## src/i2c_cfg.svh

```systemverilog
// bus timing, device address and delay constants, included by the RTL and the testbench
`ifndef I2C_CFG_SVH
`define I2C_CFG_SVH

// ----------------------------------------------------------------------
// clocks
// ----------------------------------------------------------------------
`define I2C_CLK_FREQ       10_000_000                     // system clock, hz
`define I2C_BUS_FREQ       200_000                        // scl rate, hz
`define I2C_BIT_CYCLES     (`I2C_CLK_FREQ / `I2C_BUS_FREQ) // clk cycles per scl bit

// ----------------------------------------------------------------------
// slave and delays
// ----------------------------------------------------------------------
`define I2C_DEVICE_ADDR    8'h6C                          // 7-bit addr plus write bit

`define I2C_MS_CYCLES      (`I2C_CLK_FREQ / 1000)         // clk cycles per ms tick

// slave settling time after reset, one ms
`define I2C_POWERUP_CYCLES `I2C_MS_CYCLES

`endif

```

## src/i2c_cfg_pkg.sv

```systemverilog
// types shared by the I2C config master blocks, referenced by scoped name
`default_nettype none

package i2c_cfg_pkg;

	// ----------------------------------------------------------------------
	// table entry and its fields
	// ----------------------------------------------------------------------
	typedef logic [41:0] cfg_entry_t;   // {delay_ms, addr_type, data_type, addr, data}
	typedef logic [9:0]  cfg_index_t;   // table index and table size
	typedef logic [15:0] reg_addr_t;    // register address
	typedef logic [15:0] reg_data_t;    // register data
	typedef logic [7:0]  delay_ms_t;    // post-frame wait in ms

	// ----------------------------------------------------------------------
	// bus level
	// ----------------------------------------------------------------------
	typedef logic [7:0]  i2c_byte_t;    // one byte on sda
	typedef logic [3:0]  bit_cnt_t;     // bits shifted, 0..8

	// which byte the shifter loads
	typedef enum logic [2:0] {DEV, ADDR_H, ADDR_L, DATA_H, DATA_L} byte_sel_t;

	// sda action on a transfer strobe
	typedef enum logic [2:0] {HOLD, LOW, HIGH, SHIFT, RELEASE_ACK} sda_cmd_t;

	// write sequence
	typedef enum logic [3:0] {
		IDLE, START, IDADDR, ACK1,
		REGADDR_H, ACK2, REGADDR_L, ACK3,
		REGDATA_H, ACK4, REGDATA_L, ACK5,
		STOP, WAIT
	} wr_state_t;

endpackage

`default_nettype wire

```

## src/i2c_bit_timer.sv

```systemverilog
// bit period divider, gives the transfer and capture strobes and the scl phase
`timescale 1ns/100ps
`default_nettype none
`include "i2c_cfg.svh"

module i2c_bit_timer
(
	input  logic clk,
	input  logic rst_n,
	input  logic powerup_done,  // start dividing once the slave has settled
	output logic transfer_en,   // count 0, sda may change
	output logic capture_en,    // mid period, sda is stable
	output logic scl_phase      // high between one and three quarters
);

	localparam int BIT_CYCLES = `I2C_BIT_CYCLES;
	localparam int CNT_W = $clog2(BIT_CYCLES);

	logic [CNT_W-1:0] div_cnt;  // position within the bit

	always_ff @(posedge clk or negedge rst_n)
	begin
		if (!rst_n)
		begin
			div_cnt <= '0;
			transfer_en <= 1'b0;
			capture_en <= 1'b0;
			scl_phase <= 1'b0;
		end
		else if (powerup_done)
		begin
			if (div_cnt == CNT_W'(BIT_CYCLES - 1))
				div_cnt <= '0;                                        // wrap
			else
				div_cnt <= div_cnt + 1'b1;
			transfer_en <= (div_cnt == '0);
			capture_en <= (div_cnt == CNT_W'(BIT_CYCLES / 2 - 1));
			scl_phase <= (div_cnt >= CNT_W'(BIT_CYCLES / 4)) &&
				(div_cnt < CNT_W'(3 * BIT_CYCLES / 4));               // scl high window
		end
		else
		begin
			div_cnt <= '0;                                            // held until power-up
			transfer_en <= 1'b0;
			capture_en <= 1'b0;
			scl_phase <= 1'b0;
		end
	end

	a_strobes_apart: assert property (@(posedge clk) disable iff (!rst_n)
		!(transfer_en && capture_en));

endmodule

`default_nettype wire

```

## src/i2c_delay_timer.sv

```systemverilog
// power-up settling counter and the per-entry wait in milliseconds after a frame
`timescale 1ns/100ps
`default_nettype none
`include "i2c_cfg.svh"

module i2c_delay_timer
(
	input  logic                  clk,
	input  logic                  rst_n,
	input  logic                  frame_wait,   // fsm in its post-frame wait
	input  i2c_cfg_pkg::delay_ms_t delay_ms,    // wait of the current entry
	output logic                  powerup_done, // rises once, stays high
	output logic                  wait_done     // requested ms have passed
);

	localparam int PWR_CYCLES = `I2C_POWERUP_CYCLES;
	localparam int MS_CYCLES = `I2C_MS_CYCLES;
	localparam int PWR_W = $clog2(PWR_CYCLES);
	localparam int MS_W = $clog2(MS_CYCLES);

	logic [PWR_W-1:0]      pwr_cnt;
	logic [MS_W-1:0]       ms_cnt;     // clk cycles within one ms
	logic                  ms_tick;
	i2c_cfg_pkg::delay_ms_t tick_cnt;  // whole ms waited
	i2c_cfg_pkg::delay_ms_t delay_lat; // delay of the frame just sent

	// ----------------------------------------------------------------------
	// power-up settling
	// ----------------------------------------------------------------------
	always_ff @(posedge clk or negedge rst_n)
	begin
		if (!rst_n)
		begin
			pwr_cnt <= '0;
			powerup_done <= 1'b0;
		end
		else if (!powerup_done)
		begin
			if (pwr_cnt == PWR_W'(PWR_CYCLES - 1))
				powerup_done <= 1'b1;                  // saturate
			else
				pwr_cnt <= pwr_cnt + 1'b1;
		end
	end

	// ----------------------------------------------------------------------
	// post-frame wait
	// ----------------------------------------------------------------------
	// the index moves on as the wait starts, so the old entry's delay is held
	always_ff @(posedge clk)
	begin
		if (!frame_wait)
			delay_lat <= delay_ms;
	end

	assign ms_tick = (ms_cnt == MS_W'(MS_CYCLES - 1));

	always_ff @(posedge clk or negedge rst_n)
	begin
		if (!rst_n)
		begin
			ms_cnt <= '0;
			tick_cnt <= '0;
		end
		else if (!frame_wait)
		begin
			ms_cnt <= '0;                              // idle while sending
			tick_cnt <= '0;
		end
		else
		begin
			ms_cnt <= ms_tick ? '0 : ms_cnt + 1'b1;
			if (ms_tick && tick_cnt != delay_lat)
				tick_cnt <= tick_cnt + 1'b1;           // stops at the target
		end
	end

	assign wait_done = frame_wait && (tick_cnt == delay_lat);   // zero delay, at once

endmodule

`default_nettype wire

```

## src/i2c_wr_fsm.sv

```systemverilog
// write sequence FSM, steps start, address, register and data bytes, stop and wait
`timescale 1ns/100ps
`default_nettype none

module i2c_wr_fsm
(
	input  logic                    clk,
	input  logic                    rst_n,
	input  logic                    powerup_done,
	input  logic                    transfer_en,
	input  logic                    scl_phase,
	input  logic                    byte_done,   // eight bits shifted
	input  logic                    ack_fail,    // some ack bit read high
	input  logic                    wait_done,
	input  logic                    addr_type,   // 1: two address bytes
	input  logic                    data_type,   // 1: two data bytes
	input  i2c_cfg_pkg::cfg_index_t cfg_size,
	output i2c_cfg_pkg::cfg_index_t cfg_index,
	output logic                    cfg_done,
	output logic                    frame_wait,
	output logic                    ack_sample,
	output logic                    ack_clear,
	output logic                    scl_oe,      // pulls scl low
	output i2c_cfg_pkg::byte_sel_t  byte_sel,
	output i2c_cfg_pkg::sda_cmd_t   sda_cmd
);

	i2c_cfg_pkg::wr_state_t state, next_state;
	logic                   bit_state;  // scl toggles in byte and ack bits
	logic                   scl_rel;    // scl went high in this bit

	always_ff @(posedge clk or negedge rst_n)
	begin
		if (!rst_n)
			state <= i2c_cfg_pkg::IDLE;
		else
			state <= next_state;                 // only moves on transfer_en
	end

	always_comb
	begin
		next_state = state;
		if (transfer_en)
		begin
			case (state)
				i2c_cfg_pkg::IDLE:
					if (powerup_done && cfg_index < cfg_size)
						next_state = i2c_cfg_pkg::START;
				i2c_cfg_pkg::START:     next_state = i2c_cfg_pkg::IDADDR;
				i2c_cfg_pkg::IDADDR:    if (byte_done) next_state = i2c_cfg_pkg::ACK1;
				i2c_cfg_pkg::ACK1:      next_state = i2c_cfg_pkg::REGADDR_H;
				i2c_cfg_pkg::REGADDR_H: if (byte_done) next_state = i2c_cfg_pkg::ACK2;
				i2c_cfg_pkg::ACK2:
					if (addr_type)
						next_state = i2c_cfg_pkg::REGADDR_L;   // 16-bit address
					else
						next_state = i2c_cfg_pkg::REGDATA_H;
				i2c_cfg_pkg::REGADDR_L: if (byte_done) next_state = i2c_cfg_pkg::ACK3;
				i2c_cfg_pkg::ACK3:      next_state = i2c_cfg_pkg::REGDATA_H;
				i2c_cfg_pkg::REGDATA_H: if (byte_done) next_state = i2c_cfg_pkg::ACK4;
				i2c_cfg_pkg::ACK4:
					if (data_type)
						next_state = i2c_cfg_pkg::REGDATA_L;   // 16-bit data
					else
						next_state = i2c_cfg_pkg::STOP;
				i2c_cfg_pkg::REGDATA_L: if (byte_done) next_state = i2c_cfg_pkg::ACK5;
				i2c_cfg_pkg::ACK5:      next_state = i2c_cfg_pkg::STOP;
				i2c_cfg_pkg::STOP:      next_state = i2c_cfg_pkg::WAIT;
				i2c_cfg_pkg::WAIT:      if (wait_done) next_state = i2c_cfg_pkg::IDLE;
				default:                next_state = i2c_cfg_pkg::IDLE;
			endcase
		end
	end

	// ----------------------------------------------------------------------
	// shifter commands, decoded from the state being entered
	// ----------------------------------------------------------------------
	always_comb
	begin
		sda_cmd = i2c_cfg_pkg::HOLD;                     // between strobes
		if (transfer_en)
		begin
			case (next_state)
				i2c_cfg_pkg::START, i2c_cfg_pkg::STOP:
					sda_cmd = i2c_cfg_pkg::LOW;
				i2c_cfg_pkg::IDADDR, i2c_cfg_pkg::REGADDR_H, i2c_cfg_pkg::REGADDR_L,
				i2c_cfg_pkg::REGDATA_H, i2c_cfg_pkg::REGDATA_L:
					sda_cmd = i2c_cfg_pkg::SHIFT;
				i2c_cfg_pkg::ACK1, i2c_cfg_pkg::ACK2, i2c_cfg_pkg::ACK3,
				i2c_cfg_pkg::ACK4, i2c_cfg_pkg::ACK5:
					sda_cmd = i2c_cfg_pkg::RELEASE_ACK;      // also loads the next byte
				default:
					sda_cmd = i2c_cfg_pkg::HIGH;             // idle and wait
			endcase
		end
	end

	always_comb
	begin
		case (next_state)
			i2c_cfg_pkg::ACK1: byte_sel = i2c_cfg_pkg::ADDR_H;
			i2c_cfg_pkg::ACK2:
				if (addr_type)
					byte_sel = i2c_cfg_pkg::ADDR_L;
				else
					byte_sel = i2c_cfg_pkg::DATA_H;
			i2c_cfg_pkg::ACK3: byte_sel = i2c_cfg_pkg::DATA_H;
			i2c_cfg_pkg::ACK4: byte_sel = i2c_cfg_pkg::DATA_L;  // unused when data_type is 0
			default:           byte_sel = i2c_cfg_pkg::DEV;
		endcase
	end

	assign ack_sample = next_state inside {i2c_cfg_pkg::ACK1, i2c_cfg_pkg::ACK2,
		i2c_cfg_pkg::ACK3, i2c_cfg_pkg::ACK4, i2c_cfg_pkg::ACK5};
	assign ack_clear = (next_state == i2c_cfg_pkg::START);   // only entered from idle
	assign frame_wait = (state == i2c_cfg_pkg::WAIT);

	// ----------------------------------------------------------------------
	// scl gating
	// ----------------------------------------------------------------------
	assign bit_state = state inside {i2c_cfg_pkg::IDADDR, i2c_cfg_pkg::ACK1,
		i2c_cfg_pkg::REGADDR_H, i2c_cfg_pkg::ACK2, i2c_cfg_pkg::REGADDR_L, i2c_cfg_pkg::ACK3,
		i2c_cfg_pkg::REGDATA_H, i2c_cfg_pkg::ACK4, i2c_cfg_pkg::REGDATA_L, i2c_cfg_pkg::ACK5};

	always_ff @(posedge clk or negedge rst_n)
	begin
		if (!rst_n)
			scl_rel <= 1'b0;
		else if (transfer_en)
			scl_rel <= 1'b0;
		else if (scl_phase)
			scl_rel <= 1'b1;
	end

	// in STOP scl stays low until sda is down, then is released for good
	assign scl_oe = bit_state ? !scl_phase :
		(state == i2c_cfg_pkg::STOP) ? !(scl_phase || scl_rel) : 1'b0;

	// ----------------------------------------------------------------------
	// table index
	// ----------------------------------------------------------------------
	always_ff @(posedge clk or negedge rst_n)
	begin
		if (!rst_n)
			cfg_index <= '0;
		else if (transfer_en && state == i2c_cfg_pkg::STOP && !ack_fail && cfg_index < cfg_size)
			cfg_index <= cfg_index + 1'b1;       // a nacked frame repeats
	end

	assign cfg_done = (cfg_index == cfg_size);

	a_state_on_strobe: assert property (@(posedge clk) disable iff (!rst_n)
		!transfer_en |=> $stable(state));
	a_index_bound: assert property (@(posedge clk) disable iff (!rst_n)
		cfg_index <= cfg_size);

endmodule

`default_nettype wire

```

## src/i2c_byte_shifter.sv

```systemverilog
// sda byte shifter, sends the selected byte msb first and gathers the ack bits
`timescale 1ns/100ps
`default_nettype none
`include "i2c_cfg.svh"

module i2c_byte_shifter
(
	input  logic                   clk,
	input  logic                   rst_n,
	input  logic                   transfer_en,
	input  logic                   capture_en,
	input  logic                   ack_sample,   // current bit is an ack
	input  logic                   ack_clear,    // new frame
	input  logic                   sda_in,
	input  i2c_cfg_pkg::byte_sel_t byte_sel,
	input  i2c_cfg_pkg::sda_cmd_t  sda_cmd,
	input  i2c_cfg_pkg::reg_addr_t entry_addr,
	input  i2c_cfg_pkg::reg_data_t entry_data,
	output logic                   sda_oe,       // pulls sda low
	output logic                   byte_done,
	output logic                   ack_fail
);

	i2c_cfg_pkg::i2c_byte_t load_byte;
	i2c_cfg_pkg::i2c_byte_t shift_reg;
	i2c_cfg_pkg::bit_cnt_t  bit_cnt;
	logic                   sda_out;    // line level wanted, 1 releases

	always_comb
	begin
		case (byte_sel)
			i2c_cfg_pkg::ADDR_H: load_byte = entry_addr[15:8];
			i2c_cfg_pkg::ADDR_L: load_byte = entry_addr[7:0];
			i2c_cfg_pkg::DATA_H: load_byte = entry_data[15:8];
			i2c_cfg_pkg::DATA_L: load_byte = entry_data[7:0];
			default:             load_byte = `I2C_DEVICE_ADDR;   // write address byte
		endcase
	end

	always_ff @(posedge clk)
	begin
		if (transfer_en && (sda_cmd == i2c_cfg_pkg::LOW || sda_cmd == i2c_cfg_pkg::RELEASE_ACK))
			shift_reg <= load_byte;
		else if (transfer_en && sda_cmd == i2c_cfg_pkg::SHIFT)
			shift_reg <= {shift_reg[6:0], 1'b0};                 // msb first
	end

	always_ff @(posedge clk or negedge rst_n)
	begin
		if (!rst_n)
		begin
			sda_out <= 1'b1;
			bit_cnt <= '0;
		end
		else if (transfer_en)
		begin
			case (sda_cmd)
				i2c_cfg_pkg::LOW:         sda_out <= 1'b0;       // start or stop setup
				i2c_cfg_pkg::HIGH:        sda_out <= 1'b1;
				i2c_cfg_pkg::SHIFT:       sda_out <= shift_reg[7];
				i2c_cfg_pkg::RELEASE_ACK: sda_out <= 1'b1;       // slave drives ack
				default:                  sda_out <= sda_out;
			endcase
			if (sda_cmd == i2c_cfg_pkg::SHIFT)
				bit_cnt <= bit_cnt + 1'b1;
			else if (sda_cmd != i2c_cfg_pkg::HOLD)
				bit_cnt <= '0;
		end
	end

	always_ff @(posedge clk or negedge rst_n)
	begin
		if (!rst_n)
			ack_fail <= 1'b0;
		else if (ack_clear)
			ack_fail <= 1'b0;
		else if (capture_en && ack_sample)
			ack_fail <= ack_fail | sda_in;       // high means nack
	end

	assign byte_done = (bit_cnt == 4'd8);
	assign sda_oe = !sda_out;

	a_bit_cnt_max: assert property (@(posedge clk) disable iff (!rst_n)
		bit_cnt <= 4'd8);
	a_ack_released: assert property (@(posedge clk) disable iff (!rst_n)
		capture_en && ack_sample |-> !sda_oe);

endmodule

`default_nettype wire

```

## src/i2c_cfg_top.sv

```systemverilog
// I2C register configuration master top, walks the user table over open-drain scl and sda
`timescale 1ns/100ps
`default_nettype none

module i2c_cfg_top
(
	input  logic                    clk,
	input  logic                    rst_n,
	input  i2c_cfg_pkg::cfg_index_t cfg_size,   // entries in the table
	input  i2c_cfg_pkg::cfg_entry_t cfg_data,   // entry at cfg_index
	output i2c_cfg_pkg::cfg_index_t cfg_index,
	output logic                    cfg_done,
	output logic                    scl_oe,
	output logic                    sda_oe,
	input  logic                    sda_in
);

	logic                   powerup_done;
	logic                   transfer_en;
	logic                   capture_en;
	logic                   scl_phase;
	logic                   frame_wait;
	logic                   wait_done;
	logic                   byte_done;
	logic                   ack_fail;
	logic                   ack_sample;
	logic                   ack_clear;
	i2c_cfg_pkg::byte_sel_t byte_sel;
	i2c_cfg_pkg::sda_cmd_t  sda_cmd;

	i2c_delay_timer i2c_delay_timer_inst (
		.clk, .rst_n, .frame_wait,
		.delay_ms(cfg_data[41:34]),
		.powerup_done, .wait_done
	);

	i2c_bit_timer i2c_bit_timer_inst (
		.clk, .rst_n, .powerup_done,
		.transfer_en, .capture_en, .scl_phase
	);

	i2c_wr_fsm i2c_wr_fsm_inst (
		.clk, .rst_n, .powerup_done, .transfer_en, .scl_phase,
		.byte_done, .ack_fail, .wait_done,
		.addr_type(cfg_data[33]), .data_type(cfg_data[32]),
		.cfg_size, .cfg_index, .cfg_done, .frame_wait,
		.ack_sample, .ack_clear, .scl_oe, .byte_sel, .sda_cmd
	);

	i2c_byte_shifter i2c_byte_shifter_inst (
		.clk, .rst_n, .transfer_en, .capture_en, .ack_sample, .ack_clear, .sda_in,
		.byte_sel, .sda_cmd,
		.entry_addr(cfg_data[31:16]), .entry_data(cfg_data[15:0]),
		.sda_oe, .byte_done, .ack_fail
	);

endmodule

`default_nettype wire

```

## config.mk

```make
export PLATFORM = sky130hd
export DESIGN_NAME = i2c_cfg_top
export DESIGN_NICKNAME = d
export VERILOG_FILES = /design/src/i2c_cfg_pkg.sv /design/src/i2c_bit_timer.sv /design/src/i2c_delay_timer.sv /design/src/i2c_wr_fsm.sv /design/src/i2c_byte_shifter.sv /design/src/i2c_cfg_top.sv
export VERILOG_INCLUDE_DIRS = /design/src
export SDC_FILE = /design/constraint.sdc
export NUM_CORES = 1
export LEC_CHECK = 0
export BUFFER_PORTS_ARGS = -buffer_cell sky130_fd_sc_hd__buf_2
export CAP_MARGIN = 20
export CORE_MARGIN = 2
export CORE_UTILIZATION = 40
export DETAILED_ROUTE_END_ITERATION = 8
export HOLD_SLACK_MARGIN = 0.03
export MAX_ROUTING_LAYER = met4
export PLACE_DENSITY = 0.62
export SYNTH_ARGS = -nofsm -noshare
export SYNTH_HDL_FRONTEND = slang
export SYNTH_SLANG_ARGS = --single-unit
export TNS_END_PERCENT = 5
```

## constraint.sdc

```tcl
create_clock -name clk -period 6.6 [get_ports clk]
set_input_delay 0.66 -clock clk [delete_from_list [all_inputs] [get_ports clk]]
set_output_delay 0.66 -clock clk [all_outputs]
set_load 0.01 [all_outputs]
```

==> summary.md <==
| Metric | Value |
|---|---|
| Status | complete, no violations |
| CTS max path bufs | 2 |
| Final worst clock skew | 0.00659 ns |
| LEAKAGE | 2.51 nW |
| Worst endpoint required time | 6.68 ns |
| Critical path class | flip-flop to flip-flop |
| Leading post-synthesis cells by cell area | dfrtp_1 35%, edfxtp_1 10%, ha_1 6.9% |
| Final worst-path cycle share | 67.5% |
| Hold Crit Endpoint | i2c_delay_timer_inst.pwr_cnt[13]$_DFFE_PN0P_ |
| Top Ports | 68 |
| Post-cts sizing count | 0 |
| Synth warnings | 0 |
| Final WL | 9060 um |
| Fmax | 225 MHz |
| CP Data Arrival Time | 4.53 ns |
| H-tree depth | 3 |
| Vias in the first global route | 3303 |
| Diode count | 0 |
| Routability cong. | 0.855 |
| Yosys top cell area share | 34.9% |
| Fill cell count | 1048 |
| Multi-input logic area | 2410 um2 |
| Largest family of logic cells by synthesized area | simple AND/OR/NAND/NOR gates |
| Min Hold Slack | 0.463 ns |
| Die Height | 113 um |
| Hold Path Depth | 1 |
| Root buffer cell | clkbuf_16 |
| Clk slew on worst S/H paths | 0.06 ns |
| Net Sw Frac | 19.0% |
| DRC | 0 |
| Clock share of power | 49.2% |
| FFs w/ async S/R, synth | 80.7% |
| PortBufs | 67 |
| Switching power | 209 uW |
| Combinational Power Share | 3.1% |
| Hold buffers post-CTS | 0 |
| Vias per inst | 5.16 |
| Capturing element type of the critical path | flip-flop |
| RSZ-0062 raised after global routing | false |
| Pwr Density | 199 nW/um2 |
| HPWL Detailed | 6620 um |
| FF+latch count, synth | 83 |
| Fraction of synthesized cell area in xor and xnor cells | 9.62% |
| R2r setup slk | 2.15 ns |
| Die ar. | 12700 um2 |
| Site Rows | 39 |
| Worst path cell trace | nand4_1 -> a21oi_2 -> a21oi_1 -> o21ai_2 -> inv_1 -> ha_1 -> o21ai_0 -> a31oi_1 -> o21a_4 -> and2_4 -> o21ai_4 -> mux2_2 |
| Count of distinct cell types in the synthesized netlist | 61 |
| Reg2Reg Launch Point | i2c_wr_fsm_inst.state[3]$_DFF_PN0_ |
| Final Hold Fails | 0 |
| CTS tree | built |
| All-Layer GR Usage | 15.1% |
| Final setup TNS | 0 ns |
| Seq pwr share | 47.7% |
| Clock Latency Late Sink | 0.33 ns |
| Largest net degree at the start of global routing | 68 |
| Layout cells sized above 1 | 21.0% |
| Synth Instances | 467 |
| Internal power | 891 uW |
| Post-synthesis mux area share | 3.23% |
| Antenna violations before repair | 0 |
| CP peak stage delay | 0.85 ns |
| Routed Antenna Nets | 0 |
| Hold Startpoint | i2c_delay_timer_inst.pwr_cnt[13]$_DFFE_PN0P_ |
| Nets@finish | 614 |
| Synth Area in Simple Gates | 20.0% |
| Total congestion overflow | 0 |
| Worst r2r dst | i2c_byte_shifter_inst.shift_reg[3]$_DFFE_PP_ |
| Post-CTS setup buffers | 0 |
| Most used DFF post-synth | dfrtp_1 |
| Core Footprint | 11500 um2 |
| Post-layout min period | 4.45 ns |
| Max-cap violations | 0 |
| Biggest regs | i2c_delay_timer_inst.ms_cnt x14, i2c_delay_timer_inst.pwr_cnt x14, i2c_wr_fsm_inst.cfg_index x10 |
| Die X | 113 um |
| Slew Limit Fails | 0 |
| Router iterations before antenna repair | 5 |
| Post-synthesis net count | 548 |
| Storage element area | 2160 um2 |
| Hold crit path type | flip-flop to flip-flop |
| Post-synthesis adder-cell area fraction | 6.87% |
| Final setup viols | 0 |
| Cell taking the most area after synthesis | dfrtp_1 |
| TritonCTS buffer count | 9 |
| Initial DRC count | 223 |
| Synth Cell Area | 4730 um2 |
| Via count | 3512 |
| Synthesis-to-layout area growth | 16.8% |
| Clk sinks | 83 |
| First-pass GRT wire length | 15300 um |
| Synthesized area per cell | 10.1 um2 |
| Setup ws final | 2.15 ns |
| R2R depth | 12 |
| Avg WL per Cell | 13.3 um |
| Critical-path top delay cell | nand4_1 |
| Slew @ Worst Pin | 0.969 ns |
| Worst-path maximum fanout | 20 |
| Initial Util | 41.3% |
| Synth Area in Compound Gates | 11.2% |
| Pre-CTS setup slack | 2.10 ns |
| Rel. slew slack | 35.2% |
| Startpoint class of the critical path | flip-flop |
| Seq/Total Area, Yosys | 45.6% |
| Peak VDD IR | 0.122 mV |
| EDFF count, synth | 16 |
[per-stage QoR]
step	cells	area [um2]	util, %	total power [mW]
after CTS	681	5530	48.2	1.12
after global routing	681	5530	48.2	1.14
after detailed placement	665	5200	45.3	0.570
after floorplan	467	4730	-	0.543
final	681	5530	48.2	1.10
after global placement	665	5200	45.3	0.569
[how the worst max path moves through the flow]
stage,start,to,slack [ns],cells past startpoint
detailed placement,i2c_wr_fsm_inst.state[3]$_DFF_PN0_,i2c_byte_shifter_inst.shift_reg[3]$_DFFE_PP_,2.10,12
CTS,i2c_wr_fsm_inst.state[3]$_DFF_PN0_,i2c_byte_shifter_inst.shift_reg[3]$_DFFE_PP_,2.10,12
finish,i2c_wr_fsm_inst.state[3]$_DFF_PN0_,i2c_byte_shifter_inst.shift_reg[3]$_DFFE_PP_,2.15,12
global placement,i2c_wr_fsm_inst.state[3]$_DFF_PN0_,i2c_byte_shifter_inst.shift_reg[4]$_DFFE_PP_,2.31,12
global route,i2c_wr_fsm_inst.state[3]$_DFF_PN0_,i2c_byte_shifter_inst.shift_reg[3]$_DFFE_PP_,1.72,12
floorplan,cfg_size[7],i2c_byte_shifter_inst.shift_reg[1]$_DFFE_PP_,2.77,15
[synth_stat cells, drive strengths merged (3+ instances only)]
cell type / n
nand3: 19
nand4: 11
edfxtp: 16
nor4: 5
a31oi: 7
and4: 3
and3: 13
ha: 26
nor3: 7
nor2b: 4
nand2: 34
xor2: 30
a21oi: 19
and2: 6
nor4b: 4
nand2b: 8
buf: 6
mux2i: 4
nor2: 55
xnor2: 22
dfrtp: 66
mux2: 10
a222oi: 8
clkbuf: 7
or3: 3
o21ai: 19
inv: 29
[metal layers]
| layer | share of wire (%) | up-vias | routed length, um | global-route usage, % |
|---|---|---|---|---|
| met4 | 1.9 | 0 | 174 | 5.77 |
| met2 | 43 | 89 | 3890 | 22.4 |
| met1 | 50 | 1624 | 4500 | 20.2 |
| met3 | 5.5 | 15 | 502 | 3.48 |
| li1 | - | 1784 | - | - |
| met5 | 0 | - | 0 | - |
[power groups by stage]
stage / Combinational, mW / Sequential [mW] / Clock, mW
after global placement: 0.0339 / 0.535 / 0
after detailed placement: 0.0347 / 0.535 / 0
after global routing: 0.0388 / 0.525 / 0.581
after floorplan: 0.00825 / 0.535 / 0
final: 0.0337 / 0.525 / 0.542
after CTS: 0.0349 / 0.525 / 0.558
[cell type report]
type	count	area share (%)
Multi-Input combinational cell	342	43.6
Sequential cell	83	39.1
Timing Repair Buffer	68	6.20
Clock buffer	12	4.64
Tap cell	143	3.24
Inverter	29	1.97
Clock inverter	4	1.29
[cells in the final DEF (no fill, tap or decap), drive strengths merged, types with 2 or more instances in the layout]
cell    Yosys  layout
nor4        5       5
nand2b      8       8
mux2i       4       4
inv        29      30
buf         6      68
xor2       30      30
clkbuf      7      12
bufinv      0       2
o21ai      19      19
nand3      19      19
nor2       55      55
o21a        2       2
nor4b       4       4
ha         26      26
nor2b       4       4
a222oi      8       8
nand4      11      11
nor3        7       7
edfxtp     16      16
and2        6       6
o22ai       2       2
or2         2       2
and4        3       3
a211oi      2       2
or3         3       3
dfrtp      66      66
nand2      34      34
and3       13      13
a21oi      19      19
mux2       10      10
xnor2      22      22
a31oi       7       7
[worst max-delay path, delay by kind of cell (launching register included)]
family	cells	cell delay, ns
muxes	1	0.39
buffers and inverters	1	0.14
DFF	1	0.61
and+or+nand+nor	2	1.03
AOI/OAI and AO/OA	7	1.74
adders and majority gates	1	0.30
[cells by family (layout without fill, tap and decap cells)]
group | after synthesis | after routing
and+or+nand+nor | 179 | 179
DFF | 83 | 83
AOI/OAI and AO/OA | 71 | 71
xor gates and xnor gates | 52 | 52
buffers and inverters | 42 | 113
adders and majority gates | 26 | 26
muxes | 14 | 14
(Power assumes the default switching activity.)
